[src/hw/tcip_consts.svh]
/*
  tcip constants: bus widths, credit count, region bases,
  CLINT register offsets and the accepted access size
*/
`ifndef TCIP_CONSTS_SVH
`define TCIP_CONSTS_SVH

// --------------------
// widths
// --------------------
`define TCIP_ADDR_W 32
`define TCIP_DATA_W 32
// offset handed to the targets, low address half
`define TCIP_OFS_W 16

// buffer depth, also the credits per bus after reset
`define TCIP_CREDITS 4

// --------------------
// address map
// --------------------
// upper address half of each region
`define TCIP_CLINT_BASE 16'hE000
`define TCIP_HAD_BASE 16'hE001

// clint word offsets
`define TCIP_MSIP_OFS 16'h0000
`define TCIP_MTIMECMP_LO_OFS 16'h4000
`define TCIP_MTIMECMP_HI_OFS 16'h4004
// mtime words, read only
`define TCIP_MTIME_LO_OFS 16'hBFF8
`define TCIP_MTIME_HI_OFS 16'hBFFC

// size codes
`define TCIP_SIZE_WORD 2'b10

`endif

[src/hw/tcip_pkg.sv]
/*
  tcip types: data and instruction bus requests, response,
  target request and the clint interrupt bundle
*/
`include "tcip_consts.svh"

package tcip_pkg;

  // --------------------
  // bus side
  // --------------------

  // data bus request from the bmu
  typedef struct packed {
    logic [`TCIP_ADDR_W-1:0] addr;
    logic [`TCIP_DATA_W-1:0] wdata;
    // access size code, only word reaches the clint
    logic [1:0]              size;
    logic                    write;
    logic                    supv_mode;
    // bmu side protection results
    logic                    acc_deny;
    logic                    chk_fail;
  } dbus_req_t;

  // instruction bus request, always answered with an error
  typedef struct packed {
    logic [`TCIP_ADDR_W-1:0] addr;
    logic                    write;
    logic                    acc_deny;
  } ibus_req_t;

  // response, same shape on both buses
  typedef struct packed {
    logic [`TCIP_DATA_W-1:0] data;
    logic                    err;
  } tcip_rsp_t;

  // --------------------
  // target side
  // --------------------

  // request to clint or had
  typedef struct packed {
    logic [`TCIP_OFS_W-1:0]  ofs;
    logic                    write;
    logic [`TCIP_DATA_W-1:0] wdata;
  } tgt_req_t;

  // interrupts to the core
  typedef struct packed {
    logic ms;
    logic mt;
    logic me;
  } clint_int_t;

endpackage

[src/hw/tcip_fifo.sv]
/*
  request buffer with a generic payload type,
  circular storage, pointers and an entry count,
  one credit pulse per pop
*/
`timescale 1ns/10ps
`include "tcip_consts.svh"

module tcip_fifo #(
  parameter type payload_t = logic,
  parameter int  depth     = `TCIP_CREDITS
) (
  input  logic     forever_cpuclk,
  input  logic     reset,
  input  logic     push,
  input  payload_t push_data,
  input  logic     pop,
  output payload_t head,
  output logic     not_empty,
  output logic     credit_ret
);

  localparam int ptr_w = (depth > 1) ? $clog2(depth) : 1;
  localparam int cnt_w = $clog2(depth + 1);
  localparam logic [ptr_w-1:0] last_ptr = ptr_w'(depth - 1);

  payload_t         mem [depth];
  logic [ptr_w-1:0] wr_ptr;
  logic [ptr_w-1:0] rd_ptr;
  logic [cnt_w-1:0] count;
  logic             pop_ok;

  // a pop of an empty buffer is dropped
  assign pop_ok    = pop & not_empty;
  assign not_empty = (count != '0);
  assign head      = mem[rd_ptr];

  // --------------------
  // pointers and count
  // --------------------
  always_ff @(posedge forever_cpuclk) begin
    if (reset) begin
      wr_ptr     <= '0;
      rd_ptr     <= '0;
      count      <= '0;
      credit_ret <= 1'b0;
    end else begin
      // pointers wrap at depth, not only at powers of two
      if (push) begin
        wr_ptr <= (wr_ptr == last_ptr) ? '0 : wr_ptr + 1'b1;
      end
      if (pop_ok) begin
        rd_ptr <= (rd_ptr == last_ptr) ? '0 : rd_ptr + 1'b1;
      end
      case ({push, pop_ok})
        2'b10:   count <= count + 1'b1;
        2'b01:   count <= count - 1'b1;
        default: count <= count;
      endcase
      // credit goes back the cycle after the entry leaves
      credit_ret <= pop_ok;
    end
  end

  // storage
  always_ff @(posedge forever_cpuclk) begin
    if (push) begin
      mem[wr_ptr] <= push_data;
    end
  end

endmodule

[src/hw/tcip_dbus_ctrl.sv]
/*
  data bus controller: region decode, access checks,
  one operation at a time to clint or had, response register
*/
`timescale 1ns/10ps
`include "tcip_consts.svh"

module tcip_dbus_ctrl (
  input  logic                    forever_cpuclk,
  input  logic                    reset,
  input  tcip_pkg::dbus_req_t     head,
  input  logic                    not_empty,
  output logic                    pop,
  output tcip_pkg::tgt_req_t      tgt_req,
  output logic                    clint_req_vld,
  input  logic [`TCIP_DATA_W-1:0] clint_rdata,
  output logic                    had_sel,
  input  logic                    had_cmplt,
  input  logic [`TCIP_DATA_W-1:0] had_rdata,
  output logic                    dbus_rsp_vld,
  output tcip_pkg::tcip_rsp_t     dbus_rsp
);

  typedef enum logic [1:0] {
    st_idle,
    st_issue,
    st_had_wait,
    st_rsp
  } state_t;

  state_t              state;
  tcip_pkg::dbus_req_t op;
  logic                is_clint;
  logic                is_had;
  logic                acc_err;
  logic                rsp_load;

  // take a new request only when nothing is in service
  assign pop = (state == st_idle) & not_empty;

  // operation register, loaded at the pop
  always_ff @(posedge forever_cpuclk) begin
    if (pop) begin
      op <= head;
    end
  end

  // --------------------
  // decode and checks
  // --------------------
  assign is_clint = (op.addr[`TCIP_ADDR_W-1:`TCIP_OFS_W] == `TCIP_CLINT_BASE);
  assign is_had   = (op.addr[`TCIP_ADDR_W-1:`TCIP_OFS_W] == `TCIP_HAD_BASE);

  // bmu flags, unmapped region, clint size and privilege
  assign acc_err = op.acc_deny | op.chk_fail | ~(is_clint | is_had)
                 | (is_clint & (op.size != `TCIP_SIZE_WORD))
                 | (is_clint & op.write & ~op.supv_mode);

  // shared target request, the select tells who takes it
  assign tgt_req = '{
    ofs:   op.addr[`TCIP_OFS_W-1:0],
    write: op.write,
    wdata: op.wdata
  };

  // selects only in the issue cycle, never for a failed check
  assign clint_req_vld = (state == st_issue) & is_clint & ~acc_err;
  assign had_sel       = (state == st_issue) & is_had & ~acc_err;

  // --------------------
  // state machine
  // --------------------
  always_ff @(posedge forever_cpuclk) begin
    if (reset) begin
      state <= st_idle;
    end else begin
      case (state)
        st_idle: begin
          if (pop) begin
            state <= st_issue;
          end
        end
        st_issue: begin
          // clint and errors finish here, had may finish at once
          if (had_sel & ~had_cmplt) begin
            state <= st_had_wait;
          end else begin
            state <= st_rsp;
          end
        end
        st_had_wait: begin
          if (had_cmplt) begin
            state <= st_rsp;
          end
        end
        default: begin
          state <= st_idle;
        end
      endcase
    end
  end

  // --------------------
  // response
  // --------------------
  // clint data is there in the issue cycle, had data with cmplt
  assign rsp_load = (state == st_issue) | ((state == st_had_wait) & had_cmplt);

  always_ff @(posedge forever_cpuclk) begin
    if (rsp_load) begin
      dbus_rsp.err <= acc_err;
      if (acc_err) begin
        dbus_rsp.data <= '0;
      end else if (is_clint) begin
        dbus_rsp.data <= clint_rdata;
      end else begin
        dbus_rsp.data <= had_rdata;
      end
    end
  end

  // single cycle valid, no back-pressure on this side
  assign dbus_rsp_vld = (state == st_rsp);

endmodule

[src/hw/tcip_clint.sv]
/*
  clint registers: msip and 64 bit mtimecmp,
  mtime compare and the interrupt outputs
*/
`timescale 1ns/10ps
`include "tcip_consts.svh"

module tcip_clint (
  input  logic                    forever_cpuclk,
  input  logic                    reset,
  input  logic                    clint_req_vld,
  input  tcip_pkg::tgt_req_t      tgt_req,
  output logic [`TCIP_DATA_W-1:0] clint_rdata,
  input  logic [63:0]             mtime,
  input  logic                    sysio_me_int,
  output tcip_pkg::clint_int_t    clint_int
);

  logic        msip;
  logic [63:0] mtimecmp;
  logic        mt_int;
  logic        me_int;
  logic        wr_en;

  assign wr_en = clint_req_vld & tgt_req.write;

  // --------------------
  // register writes
  // --------------------
  always_ff @(posedge forever_cpuclk) begin
    if (reset) begin
      msip     <= 1'b0;
      // all ones keeps the timer quiet until software sets it
      mtimecmp <= '1;
    end else if (wr_en) begin
      case (tgt_req.ofs)
        `TCIP_MSIP_OFS: begin
          msip <= tgt_req.wdata[0];
        end
        `TCIP_MTIMECMP_LO_OFS: begin
          mtimecmp[31:0] <= tgt_req.wdata;
        end
        `TCIP_MTIMECMP_HI_OFS: begin
          mtimecmp[63:32] <= tgt_req.wdata;
        end
        // mtime and unknown offsets drop the write
        default: begin
          msip <= msip;
        end
      endcase
    end
  end

  // --------------------
  // read mux
  // --------------------
  // answered in the select cycle
  always_comb begin
    clint_rdata = '0;
    case (tgt_req.ofs)
      `TCIP_MSIP_OFS:        clint_rdata = {{(`TCIP_DATA_W-1){1'b0}}, msip};
      `TCIP_MTIMECMP_LO_OFS: clint_rdata = mtimecmp[31:0];
      `TCIP_MTIMECMP_HI_OFS: clint_rdata = mtimecmp[63:32];
      `TCIP_MTIME_LO_OFS:    clint_rdata = mtime[31:0];
      `TCIP_MTIME_HI_OFS:    clint_rdata = mtime[63:32];
      default:               clint_rdata = '0;
    endcase
  end

  // --------------------
  // interrupts
  // --------------------
  // timer compare and external line, registered once
  always_ff @(posedge forever_cpuclk) begin
    if (reset) begin
      mt_int <= 1'b0;
      me_int <= 1'b0;
    end else begin
      mt_int <= (mtime >= mtimecmp);
      me_int <= sysio_me_int;
    end
  end

  // software interrupt straight from the register
  assign clint_int = '{
    ms: msip,
    mt: mt_int,
    me: me_int
  };

endmodule

[src/hw/tcip_ibus_err.sv]
/*
  instruction bus stage, answers every buffered request
  with an access error
*/
`timescale 1ns/10ps

module tcip_ibus_err (
  input  logic                forever_cpuclk,
  input  logic                reset,
  input  logic                not_empty,
  output logic                pop,
  output logic                ibus_rsp_vld,
  output tcip_pkg::tcip_rsp_t ibus_rsp
);

  // nothing is mapped here, drain one entry per cycle
  assign pop = not_empty;

  // valid one cycle after the pop
  always_ff @(posedge forever_cpuclk) begin
    if (reset) begin
      ibus_rsp_vld <= 1'b0;
    end else begin
      ibus_rsp_vld <= pop;
    end
  end

  // error with zero data
  always_ff @(posedge forever_cpuclk) begin
    if (pop) begin
      ibus_rsp.data <= '0;
      ibus_rsp.err  <= 1'b1;
    end
  end

endmodule

[src/hw/tcip_top.sv]
/*
  tcip top: request buffers for both buses, data bus
  controller, clint and the instruction bus error stage
*/
`timescale 1ns/10ps
`include "tcip_consts.svh"

module tcip_top (
  input  logic                    forever_cpuclk,
  input  logic                    reset,
  // data bus
  input  logic                    dbus_req_vld,
  input  tcip_pkg::dbus_req_t     dbus_req,
  output logic                    dbus_credit_ret,
  output logic                    dbus_rsp_vld,
  output tcip_pkg::tcip_rsp_t     dbus_rsp,
  // instruction bus
  input  logic                    ibus_req_vld,
  input  tcip_pkg::ibus_req_t     ibus_req,
  output logic                    ibus_credit_ret,
  output logic                    ibus_rsp_vld,
  output tcip_pkg::tcip_rsp_t     ibus_rsp,
  // had port
  output logic                    had_sel,
  output tcip_pkg::tgt_req_t      had_req,
  input  logic                    had_cmplt,
  input  logic [`TCIP_DATA_W-1:0] had_rdata,
  // clint side
  input  logic [63:0]             mtime,
  input  logic                    sysio_me_int,
  output tcip_pkg::clint_int_t    clint_int
);

  tcip_pkg::dbus_req_t     dbus_head;
  logic                    dbus_not_empty;
  logic                    dbus_pop;
  logic                    ibus_not_empty;
  logic                    ibus_pop;
  tcip_pkg::tgt_req_t      tgt_req;
  logic                    clint_req_vld;
  logic [`TCIP_DATA_W-1:0] clint_rdata;

  // --------------------
  // data bus path
  // --------------------
  tcip_fifo #(
    .payload_t (tcip_pkg::dbus_req_t),
    .depth     (`TCIP_CREDITS)
  ) x_dbus_fifo (
    .forever_cpuclk (forever_cpuclk),
    .reset          (reset),
    .push           (dbus_req_vld),
    .push_data      (dbus_req),
    .pop            (dbus_pop),
    .head           (dbus_head),
    .not_empty      (dbus_not_empty),
    .credit_ret     (dbus_credit_ret)
  );

  tcip_dbus_ctrl x_dbus_ctrl (
    .forever_cpuclk (forever_cpuclk),
    .reset          (reset),
    .head           (dbus_head),
    .not_empty      (dbus_not_empty),
    .pop            (dbus_pop),
    .tgt_req        (tgt_req),
    .clint_req_vld  (clint_req_vld),
    .clint_rdata    (clint_rdata),
    .had_sel        (had_sel),
    .had_cmplt      (had_cmplt),
    .had_rdata      (had_rdata),
    .dbus_rsp_vld   (dbus_rsp_vld),
    .dbus_rsp       (dbus_rsp)
  );

  // had sees the same target request as the clint
  assign had_req = tgt_req;

  tcip_clint x_clint (
    .forever_cpuclk (forever_cpuclk),
    .reset          (reset),
    .clint_req_vld  (clint_req_vld),
    .tgt_req        (tgt_req),
    .clint_rdata    (clint_rdata),
    .mtime          (mtime),
    .sysio_me_int   (sysio_me_int),
    .clint_int      (clint_int)
  );

  // --------------------
  // instruction bus path
  // --------------------
  // payload is never looked at, every fetch here is an error
  tcip_fifo #(
    .payload_t (tcip_pkg::ibus_req_t),
    .depth     (`TCIP_CREDITS)
  ) x_ibus_fifo (
    .forever_cpuclk (forever_cpuclk),
    .reset          (reset),
    .push           (ibus_req_vld),
    .push_data      (ibus_req),
    .pop            (ibus_pop),
    .head           (),
    .not_empty      (ibus_not_empty),
    .credit_ret     (ibus_credit_ret)
  );

  tcip_ibus_err x_ibus_err (
    .forever_cpuclk (forever_cpuclk),
    .reset          (reset),
    .not_empty      (ibus_not_empty),
    .pop            (ibus_pop),
    .ibus_rsp_vld   (ibus_rsp_vld),
    .ibus_rsp       (ibus_rsp)
  );

endmodule

[config.mk]
export PLATFORM = sky130hd
export DESIGN_NAME = tcip_top
export DESIGN_NICKNAME = d
export VERILOG_FILES = /design/src/hw/tcip_pkg.sv /design/src/hw/tcip_fifo.sv /design/src/hw/tcip_dbus_ctrl.sv /design/src/hw/tcip_clint.sv /design/src/hw/tcip_ibus_err.sv /design/src/hw/tcip_top.sv
export VERILOG_INCLUDE_DIRS = /design/src /design/src/hw
export SDC_FILE = /design/constraint.sdc
export NUM_CORES = 1
export LEC_CHECK = 0
export BUFFER_PORTS_ARGS = -buffer_cell sky130_fd_sc_hd__buf_2
export CAP_MARGIN = 25
export CELL_PAD_IN_SITES_DETAIL_PLACEMENT = 0
export CELL_PAD_IN_SITES_GLOBAL_PLACEMENT = 2
export CORE_MARGIN = 2
export CORE_UTILIZATION = 43
export CTS_CLUSTER_SIZE = 10
export DETAILED_ROUTE_END_ITERATION = 7
export PLACE_DENSITY_LB_ADDON = 0.1
export SLEW_MARGIN = 20
export SYNTH_ARGS = -nofsm -noshare
export SYNTH_HDL_FRONTEND = slang
export SYNTH_SLANG_ARGS = --single-unit
[constraint.sdc]
create_clock -name forever_cpuclk -period 5.9 [get_ports forever_cpuclk]
set_clock_uncertainty 0.05 [all_clocks]
set_input_delay 0.59 -clock forever_cpuclk [delete_from_list [all_inputs] [get_ports forever_cpuclk]]
set_output_delay 0.59 -clock forever_cpuclk [all_outputs]
set_load 0.01 [all_outputs]
==> impl_metrics.csv, run 1 <==
group,metric,value,unit
timing,max-slew-margin-rel,31.4,%
outcome,outcome,"complete, no violations",
logic_synthesis,netlist_area,20000,um^2
cells_and_area,fin_cells,2154,
clock_tree,cts_buffers,54,
power_and_ir_drop,power,0.00936,W
die,initial_core_util,43.2,%
route,vias,11500,
die,rows,79,
grt,grt_max_degree,130,
placed_design,dpl.hpwl,30.3,mm
placed_design,portBuffers,261,
clock_tree,root_buffer,"clkbuf_16",
cells_and_area,area_delta_synth_final,15.1,%
grt,grt_usage,19.5,%
min_path,min_path_type,"in -> reg",
flow_run,cap_viol_max_count,0,
timing,period_needed,3.40,ns
critical_path,end_kind,"output port",
critical_path,cpPeakStageDelay,0.42,ns
route,viasPerCell,5.32,
power_and_ir_drop,static-leakage-power,8.69,nW
cells_and_area,fillers,4008,
clock_tree,tritoncts,"built",
timing,rsz0062_at_grt,"no",
route,drc_errors,0,
timing,finalHoldViolations,0,
grt,antenna_found_initial,11,
critical_path,required,5.26,ns
cells_and_area,regArea,13100,um^2
critical_path,crit_chain,"nor4_1 > nand4_1 > nor3_2 > buf_4 > and2_1 > buf_2",
logic_synthesis,yosysTopAreaCell,"edfxtp_1",
clock_tree,cts_max_path_buffers,3,
die,dieArea,48200,um^2
critical_path,start_kind,"flip-flop",
route,wl,47.1,mm
grt,grt_pass1_wl,70.0,mm
cells_and_area,final_common_cell,"edfxtp_1",
route,ant_nets,0,
logic_synthesis,async_flop_share,0,%
cells_and_area,final_cell_mix,"383 x edfxtp_1, 261 x buf_2, 92 x a21oi_1, 80 x inv_1, 79 x dfxtp_1",
timing,whs,0.139,ns
clock_tree,clk_pin_slew_worst_paths,0.05,ns
power_and_ir_drop,power_density,407,nW/um^2
critical_path,critPathMaxFanout,33,
route,dr.pass1.iters,5,
timing,setup_viol,0,
logic_synthesis,synth_edf_count,383,
logic_synthesis,synth.distinct_cells,51,
logic_synthesis,synth_top_cell_area_share,57.5,%
clock_tree,post_cts_buffers,0,
logic_synthesis,ys.flop_type,"edfxtp_1",
timing,max_freq,294,MHz
cells_and_area,multiInputGateArea,5740,um^2
logic_synthesis,synth_cells,1311,
placed_design,placedCellCount,2070,
clock_tree,cts_hold_buf,0,
timing,tns,0,ns
clock_tree,cts_sinks,464,
route,drt-initial-drc-count,899,
die,ios,329,
critical_path,worstPathArrival,2.76,ns
die,coreArea,46300,um^2
power_and_ir_drop,vdd_drop_max,0.261,mV
clock_tree,worstSkewPairLatency,0.61,ns
logic_synthesis,ys_ff_latch,464,
logic_synthesis,yosys_warnings,0,
die,die_h,220,um
clock_tree,cts_resized,0,
route,wl_per_cell,21.9,um
logic_synthesis,synth_area_leaders,"edfxtp_1 58%, dfxtp_1 8.1%, mux4_2 7.9%",
critical_path,critical-path-slowest-cell,"nor4_1",
cells_and_area,layout.nets,1803,
logic_synthesis,avgSynthCellArea,15.2,um^2
cells_and_area,drive_gt1_share,28.7,%
critical_path,crit_type,"reg -> out",
timing,worst_pin_slew,1.03,ns
die,die_w,220,um
grt,grt_pass1_vias,11400,
grt,grt-ovfl-total,0,
placed_design,gp_congestion,0.774,
logic_synthesis,synth.yosys.seq_area_share,65.7,%
timing,finalCritPeriodShare,57.6,%
clock_tree,cts_max_level,2,
timing,timing.final.max_slew_violations,0,
==> power breakdown <==
| part | total [W] | leakage, nW | switching (W) | internal, W |
|---|---|---|---|---|
| clock | 0.00302 | 0.758 | 0.00126 | 0.00176 |
| sequential | 0.00457 | 4.21 | 0.000389 | 0.00418 |
| combinational | 0.00177 | 3.73 | 0.000991 | 0.000777 |
| total | 0.00936 | 8.69 | 0.00264 | 0.00672 |
==> cell usage after synthesis, drive strengths merged (3+ instances only) <==
cell type and number:
nand4 12, ha 75, nor3 10, a21oi 92, nand3 7, nor2 44, xor2 4, a311o 63
a222oi 15, a21o 4, mux4 70, a221oi 18, nor2b 5, mux2i 21, o21ai 44, buf 117
edfxtp 383, or3 3, dfxtp 81, and2 5, nand2b 3, mux2 15, a211oi 8, nor4 9
inv 81, clkbuf 41, nand2 51
==> per-stage QoR <==
step	worst slack (ns)	util (%)	instance area [um^2]
after floorplan	2.30	-	20100
after global placement	2.57	46.2	21400
after detailed placement	2.58	46.3	21400
after CTS	2.33	49.6	23000
after global routing	2.28	49.7	23000
final	2.50	49.7	23000
==> worst paths after layout <==
path	from	endpoint	slack [ns]	depth (start not counted)
hold reg to reg	x_ibus_fifo.count[2]	x_ibus_fifo.count[2]	0.44	2
setup reg to reg	x_dbus_ctrl.tgt_req[45]	x_dbus_ctrl.dbus_rsp[2]	2.61	6
hold / removal	sysio_me_int	x_clint.me_int	0.14	2
setup / recovery	x_dbus_ctrl.op[55]	had_sel	2.50	6
==> kinds of logic after synthesis <==
family / synth area share, %
compound gates: 9.08
xor+xnor: 0.175
fa+ha+maj: 4.90
buf+inv: 6.47
flops: 65.7
mux: 9.78
other cells: 0.0376
simple gates: 3.91
==> metal layers <==
metal	track usage [%]	up-vias	wire [um]
met5	0	-	66
met4	5.53	12	899
met3	4.36	82	3060
met2	31.2	316	22000
met1	26.9	5652	21100
li1	-	5408	-
==> sequential cells by signal, summed over array words and instances (netlist names), 2 cells and up <==
| name | flops |
|---|---|
| x_clint.mtimecmp | 64 |
| x_dbus_ctrl.dbus_rsp | 33 |
| x_dbus_ctrl.op | 21 |
| x_dbus_ctrl.state | 2 |
| x_dbus_ctrl.tgt_req | 49 |
| x_dbus_fifo.count | 3 |
| x_dbus_fifo.mem | 280 |
| x_dbus_fifo.rd_ptr | 2 |
| x_dbus_fifo.wr_ptr | 2 |
| x_ibus_fifo.count | 3 |
==> layout make-up <==
type	instances	area share, %
antenna	5	0.0544
clock buffer	73	6.41
clock inverter	5	0.386
inverter	81	1.33
multi-input combinational	639	24.9
sequential	464	57.1
tap	607	3.30
timing repair buffer	280	6.49
==> critical path: cells and delay by family (launching register included) <==
family / cells / cell delay, ns
buf+inv: 2 / 0.52
flops: 1 / 0.36
simple gates: 4 / 1.28
No activity file was read; power rests on OpenSTA's default activity.
==> run 2, diff against run 1 <==
Settings changed: CORE_UTILIZATION 43 to 36.
Clock period 5.9 ns to 2.7 ns, I/O delays scaled along.
==> run 2 against run 1 <==
  * Design area is 7.6% higher
  * Combinational power rose by 150%
  * Worst setup slack got worse by 2.3 ns
  * Die area grew 19%
  * Core utilization fell by 4.7 points
  * Critical path depth stayed put
  * First-iteration DRC count decreased by 3.0%
  * Total power up 120%
  * Final cell count rose by 13%
  * Via count increased by 4.8%
  * Largest power group unchanged
==> impl_metrics.csv, run 2 (synthesis results as in run 1) <==
group,metric,value,unit
timing,rsz0062_at_grt,"no",
critical_path,critPathTopFamily,"simple AND/OR/NAND/NOR gates",
min_path,worstHoldStart,"had_rdata[0]",
die,coreArea,55000,um^2
clock_tree,clk_pin_slew_worst_paths,0.06,ns
timing,setup_viol,0,
die,dieArea,57400,um^2
cells_and_area,drive_gt1_share,28.7,%
timing,worst_pin_slew,0.862,ns
route,wl,51.0,mm
clock_tree,cts_buffers,55,
flow_run,cap_viol_max_count,0,
cells_and_area,final_util,45.0,%
route,drt-initial-drc-count,872,
cells_and_area,regMostFlops,"x_dbus_fifo.mem",
power_and_ir_drop,static-leakage-power,9.34,nW
critical_path,worstPathArrival,2.18,ns
grt,grt_pass1_wl,75.6,mm
critical_path,required,2.38,ns
critical_path,critical-path-slowest-cell,"edfxtp_1",
outcome,outcome,"complete, no violations",
timing,timing.final.max_slew_violations,0,
grt,grt_pass1_vias,12100,
critical_path,start_kind,"flip-flop",
placed_design,dpl.hpwl,34.3,mm
min_path,min_path_type,"in -> reg",
critical_path,crit_chain,"nor4_2 > nand4_1 > buf_4 > nor3_4 > and2_1 > buf_2",
clock_tree,cts_max_level,2,
grt,grt-ovfl-total,0,
route,vias,12000,
critical_path,cp-startpoint,"x_dbus_ctrl.op[55]",
critical_path,cpPeakStageDelay,0.39,ns
cells_and_area,final_common_cell,"edfxtp_1",
route,dr.pass1.iters,7,
route,wl_per_cell,21.0,um
timing,finalHoldViolations,0,
timing,max_freq,399,MHz
die,die_w,240,um
cells_and_area,final_cell_mix,"383 x edfxtp_1, 261 x buf_2, 103 x dlygate4sd3_1, 92 x a21oi_1, 78 x inv_1",
grt,antenna_found_initial,5,
critical_path,critPathMaxFanout,4,
critical_path,r2r-start,"x_dbus_ctrl.op[55]",
clock_tree,post_cts_buffers,0,
timing,finalCritPeriodShare,92.7,%
clock_tree,cts_sinks,464,
placed_design,pre_cts_ws,0.214,ns
placed_design,gp_congestion,0.755,
timing,max-slew-margin-rel,42.6,%
critical_path,end_kind,"output port",
die,initial_core_util,36.4,%
grt,grt_usage,17.7,%
critical_path,cp_num_buf_inv,2,
cells_and_area,multiInputGateArea,5800,um^2
cells_and_area,fillers,4954,
cells_and_area,regArea,13100,um^2
power_and_ir_drop,vdd_drop_max,0.747,mV
timing,period_needed,2.50,ns
cells_and_area,layout.nets,1932,
die,die_h,240,um
route,ant_nets,0,
power_and_ir_drop,power,0.0210,W
critical_path,crit_type,"reg -> out",
die,rows,86,
clock_tree,cts_max_path_buffers,3,
die,ios,329,
clock_tree,root_buffer,"clkbuf_16",
clock_tree,tritoncts,"built",
cells_and_area,largest_reg_flops,280,
grt,grt_max_degree,80,
route,viasPerCell,4.95,
cells_and_area,area_delta_synth_final,23.8,%
power_and_ir_drop,power_density,848,nW/um^2
clock_tree,worstSkewPairLatency,0.60,ns
timing,fin_ws,0.196,ns
route,drc_errors,0,
placed_design,portBuffers,261,
[run 2: cell count changes in the layout (fill, tap and decap cells not counted), moves of 3 or more]
cell	previous run	this run
dlygate4sd3_1	0	103
buf_12	2	24
buf_4	16	20
diode_2	5	2
[run 2: layout make-up]
class,instances,share of cell area [%]
Clock buffer,74,5.93
Inverter,81,1.24
Sequential cell,464,53.1
Timing Repair Buffer,408,12.0
Antenna cell,2,0.0202
Multi-Input combinational cell,639,23.4
Tap cell,748,3.78
Clock inverter,10,0.521
[run 2: where the power goes]
part	internal (W)	switching [W]	total, W
registers	0.00913	0.000808	0.00993
clock network	0.00386	0.00284	0.00671
logic	0.00196	0.00238	0.00434
total	0.0150	0.00603	0.0210
[run 2: path summary, 6_finish.rpt]
kind | cells past startpoint | slack [ns] | end
hold / removal | 3 | 0.04 | x_dbus_ctrl.dbus_rsp[1]
setup / recovery | 6 | 0.20 | had_sel
hold reg to reg | 2 | 0.42 | x_clint.msip
setup reg to reg | 8 | 0.30 | x_clint.mtimecmp[48]
[run 2: stage by stage]
stage	hold WS [ns]	area, um^2	setup TNS, ns	instances
3_5_place_dp	0.418	22100	0	2237
6_report	0.0367	24700	0	2426
3_3_place_gp	0.413	22100	0	2237
4_1_cts	0.00329	24700	0	2424
2_1_floorplan	0.319	20200	-0.271	1342
5_1_grt	0.0588	24700	0	2426
[run 2: tightest hold or removal path, cell delays in order]
cell and delay [ns]:
buf_2 0.10, nor2_1 0.09, a211oi_1 0.05
[run 2: per-layer routing]
| metal | global-route usage [%] | up-vias | part of all wire (%) |
|---|---|---|---|
| met5 | 0 | - | 0.071 |
| met4 | 4.11 | 6 | 1.6 |
| met3 | 3.48 | 66 | 5.1 |
| met2 | 29.4 | 277 | 48 |
| met1 | 23.8 | 5992 | 45 |
| li1 | - | 5675 | - |
[run 2: timing repair]
action | CTS | global route
hold buffers | 103 | 0
endpoints found under the setup margin | 1 | 1
gates resized for setup | 2 | 1
pin swaps | 0 | 1
cloned | 0 | 0
hold endpoints to repair | 313 | 0
==> run 3, diff against run 2 <==
Settings changed: ABC_AREA set to 1, CELL_PAD_IN_SITES_DETAIL_PLACEMENT 0 to not set, CELL_PAD_IN_SITES_GLOBAL_PLACEMENT 2 to not set, CORE_UTILIZATION 36 to 51, PLACE_DENSITY set to 0.76, PLACE_DENSITY_LB_ADDON 0.1 to not set.
==> run 3 against run 2 <==
  * Register-to-register slack better by 0.18 ns
  * Sequential power is 2% lower
  * Synthesized cell count is 39% higher
  * Non-clock buffer count is 14 lower
  * Largest cell class unchanged
==> impl_metrics.csv, run 3 <==
group,metric,value,unit
logic_synthesis,synth.distinct_cells,35,
grt,grt_pass1_wl,77.8,mm
clock_tree,tritoncts,"built",
logic_synthesis,ys_ff_latch,464,
min_path,holdPathStages,3,
power_and_ir_drop,vdd_drop_max,0.799,mV
placed_design,portBuffers,261,
logic_synthesis,synth.yosys.seq_area_share,63.6,%
timing,max-slew-margin-rel,58.0,%
placed_design,dpl-instance-area,22200,um^2
timing,setup_viol,0,
logic_synthesis,synthMuxAreaShare,0,%
die,rows,73,
min_path,worstHoldStart,"had_rdata[26]",
logic_synthesis,yosys_warnings,0,
power_and_ir_drop,static-leakage-power,10.8,nW
cells_and_area,drive_gt1_share,20.6,%
route,vias,14700,
logic_synthesis,synth_area_leaders,"edfxtp_1 56%, dfxtp_1 7.9%, nand2_1 4.7%",
cells_and_area,final_common_cell,"edfxtp_1",
clock_tree,root_buffer,"clkbuf_16",
power_and_ir_drop,power_density,851,nW/um^2
critical_path,critPathMaxFanout,4,
logic_synthesis,synthAdderAreaFrac,4.74,%
grt,grt_pass1_vias,14800,
min_path,worstHoldEndpoint,"x_dbus_ctrl.dbus_rsp[27]",
logic_synthesis,avgSynthCellArea,11.3,um^2
route,viasPerCell,5.42,
logic_synthesis,yosysMostFrequentCell,"edfxtp_1",
logic_synthesis,synth_cells,1827,
timing,max_freq,392,MHz
cells_and_area,fillers,3056,
logic_synthesis,ys.flop_type,"edfxtp_1",
route,drc_errors,0,
flow_run,cap_viol_max_count,0,
cells_and_area,multiInputGateArea,6070,um^2
critical_path,r2r_end,"x_dbus_ctrl.dbus_rsp[28]",
clock_tree,cts_buffers,53,
timing,finalCritPeriodShare,94.6,%
critical_path,regToRegSetupSlack,0.48,ns
logic_synthesis,async_flop_share,0,%
cells_and_area,regArea,13100,um^2
logic_synthesis,synth_compound_area_share,13.7,%
logic_synthesis,synthSimpleGateAreaFrac,10.0,%
timing,finalHoldViolations,0,
logic_synthesis,synth_common_cells,"383 x edfxtp_1, 259 x nand2_1, 193 x nor2_1",
critical_path,r2r-start,"x_dbus_ctrl.tgt_req[47]",
logic_synthesis,synth_top_family_by_area,"compound AO/OA/AOI/OAI gates",
cells_and_area,final_util,62.2,%
timing,timing.final.max_slew_violations,0,
die,initial_core_util,51.8,%
timing,period_needed,2.55,ns
clock_tree,cts_sinks,464,
clock_tree,worstSkewPairLatency,0.60,ns
critical_path,required,2.38,ns
clock_tree,cts_max_path_buffers,3,
logic_synthesis,synth_top_cell_area_share,55.7,%
route,ant_nets,0,
cells_and_area,fin_cells,2708,
clock_tree,cts_max_level,2,
route,wl,51.5,mm
cells_and_area,area_delta_synth_final,20.1,%
die,dieArea,42100,um^2
cells_and_area,final_cell_mix,"383 x edfxtp_1, 261 x buf_2, 257 x nand2_1, 193 x nor2_1, 166 x o21ai_0",
timing,worst_pin_slew,0.629,ns
placed_design,pre_cts_ws,0.487,ns
critical_path,start_kind,"flip-flop",
critical_path,worstPathArrival,2.23,ns
placed_design,dpl.hpwl,33.3,mm
logic_synthesis,synth_xor_area_share,0,%
outcome,outcome,"complete, no violations",
grt,grt_max_degree,143,
clock_tree,clk_pin_slew_worst_paths,0.06,ns
die,die_w,205,um
die,ios,329,
min_path,min_path_type,"in -> reg",
cells_and_area,regMostFlops,"x_dbus_fifo.mem",
cells_and_area,layout.nets,2418,
grt,antenna_found_initial,7,
route,wl_per_cell,19.0,um
clock_tree,post_cts_buffers,0,
critical_path,end_kind,"output port",
route,dr.pass1.iters,5,
placed_design,gp_congestion,0.916,
logic_synthesis,yosysTopAreaCell,"edfxtp_1",
timing,fin_ws,0.147,ns
grt,grt_usage,24.2,%
cells_and_area,largest_reg_flops,280,
logic_synthesis,netlist_area,20600,um^2
grt,grt-ovfl-total,0,
timing,tns,0,ns
cells_and_area,final_area,24800,um^2
route,drt-initial-drc-count,1039,
critical_path,crit_type,"reg -> out",
die,die_h,205,um
placed_design,placedCellCount,2505,
critical_path,reg2regPathDepth,9,
logic_synthesis,synth_edf_count,383,
die,coreArea,39800,um^2
-- run 3: kinds of logic after synthesis --
| group | Yosys count |
|---|---|
| adder cells (fa/ha/maj) | 77 |
| flip-flops | 464 |
| AO/OA/AOI/OAI | 446 |
| buffers and inverters | 328 |
| other | 2 |
| AND/OR/NAND/NOR | 510 |
-- run 3: area by class of cell --
type	count	area share [%]
diodes	7	0.0707
clock buffers	90	6.00
clock inverters	6	0.318
inverters	156	2.39
multi-input cells	1066	24.5
flip-flops and latches	464	53.0
well taps	525	2.65
repair buffers	394	11.1
-- run 3: worst max-delay path, stage by stage (launching register included) --
cell and delay, ns:
edfxtp_1 0.37, nor2_1 0.12, nand2_1 0.14, nor4_2 0.30, buf_4 0.18, nand2_1 0.05
nor2_1 0.10, nor2_1 0.08, inv_2 0.10, nor3_1 0.05, buf_2 0.17
-- run 3: worst max-delay path by stage --
stage	from	to	slack, ns	depth (start not counted)
after global routing	x_dbus_ctrl.op[62]	had_sel	-0.03	10
after detailed placement	x_dbus_ctrl.tgt_req[47]	x_dbus_ctrl.dbus_rsp[28]	0.49	8
after floorplan	x_dbus_ctrl.state[0]	x_dbus_fifo.count[1]	-0.08	10
final	x_dbus_ctrl.op[62]	had_sel	0.15	10
after CTS	x_dbus_ctrl.op[59]	had_sel	0.07	8
after global placement	x_dbus_ctrl.tgt_req[34]	x_dbus_ctrl.dbus_rsp[28]	0.54	9
-- run 3: power by group --
group	switching [W]	internal (W)
combinational	0.00329	0.00149
sequential	0.000582	0.00917
clock	0.00273	0.00382
total	0.00660	0.0145
-- run 3: repair_timing --
action                                 in CTS  in global routing
gates resized for setup                     0                  3
endpoints found under the hold margin     315                  0
hold buffers                              100                  0
setup endpoints to repair                   0                  1
-- run 3: through the flow --
step	power, W	hold WS, ns
after CTS	0.0212	0.000721
after floorplan	0.0130	0.319
final	0.0211	0.0307
after global placement	0.0143	0.401
after global routing	0.0220	0.0153
after detailed placement	0.0145	0.400
-- run 3: metal layers --
layer / wire, um / up-vias / track usage (%)
li1: - / 6967 / -
met5: 13 / - / 0
met4: 1230 / 2 / 7.81
met3: 4120 / 83 / 5.22
met2: 25300 / 586 / 42.0
met1: 20800 / 7047 / 30.0
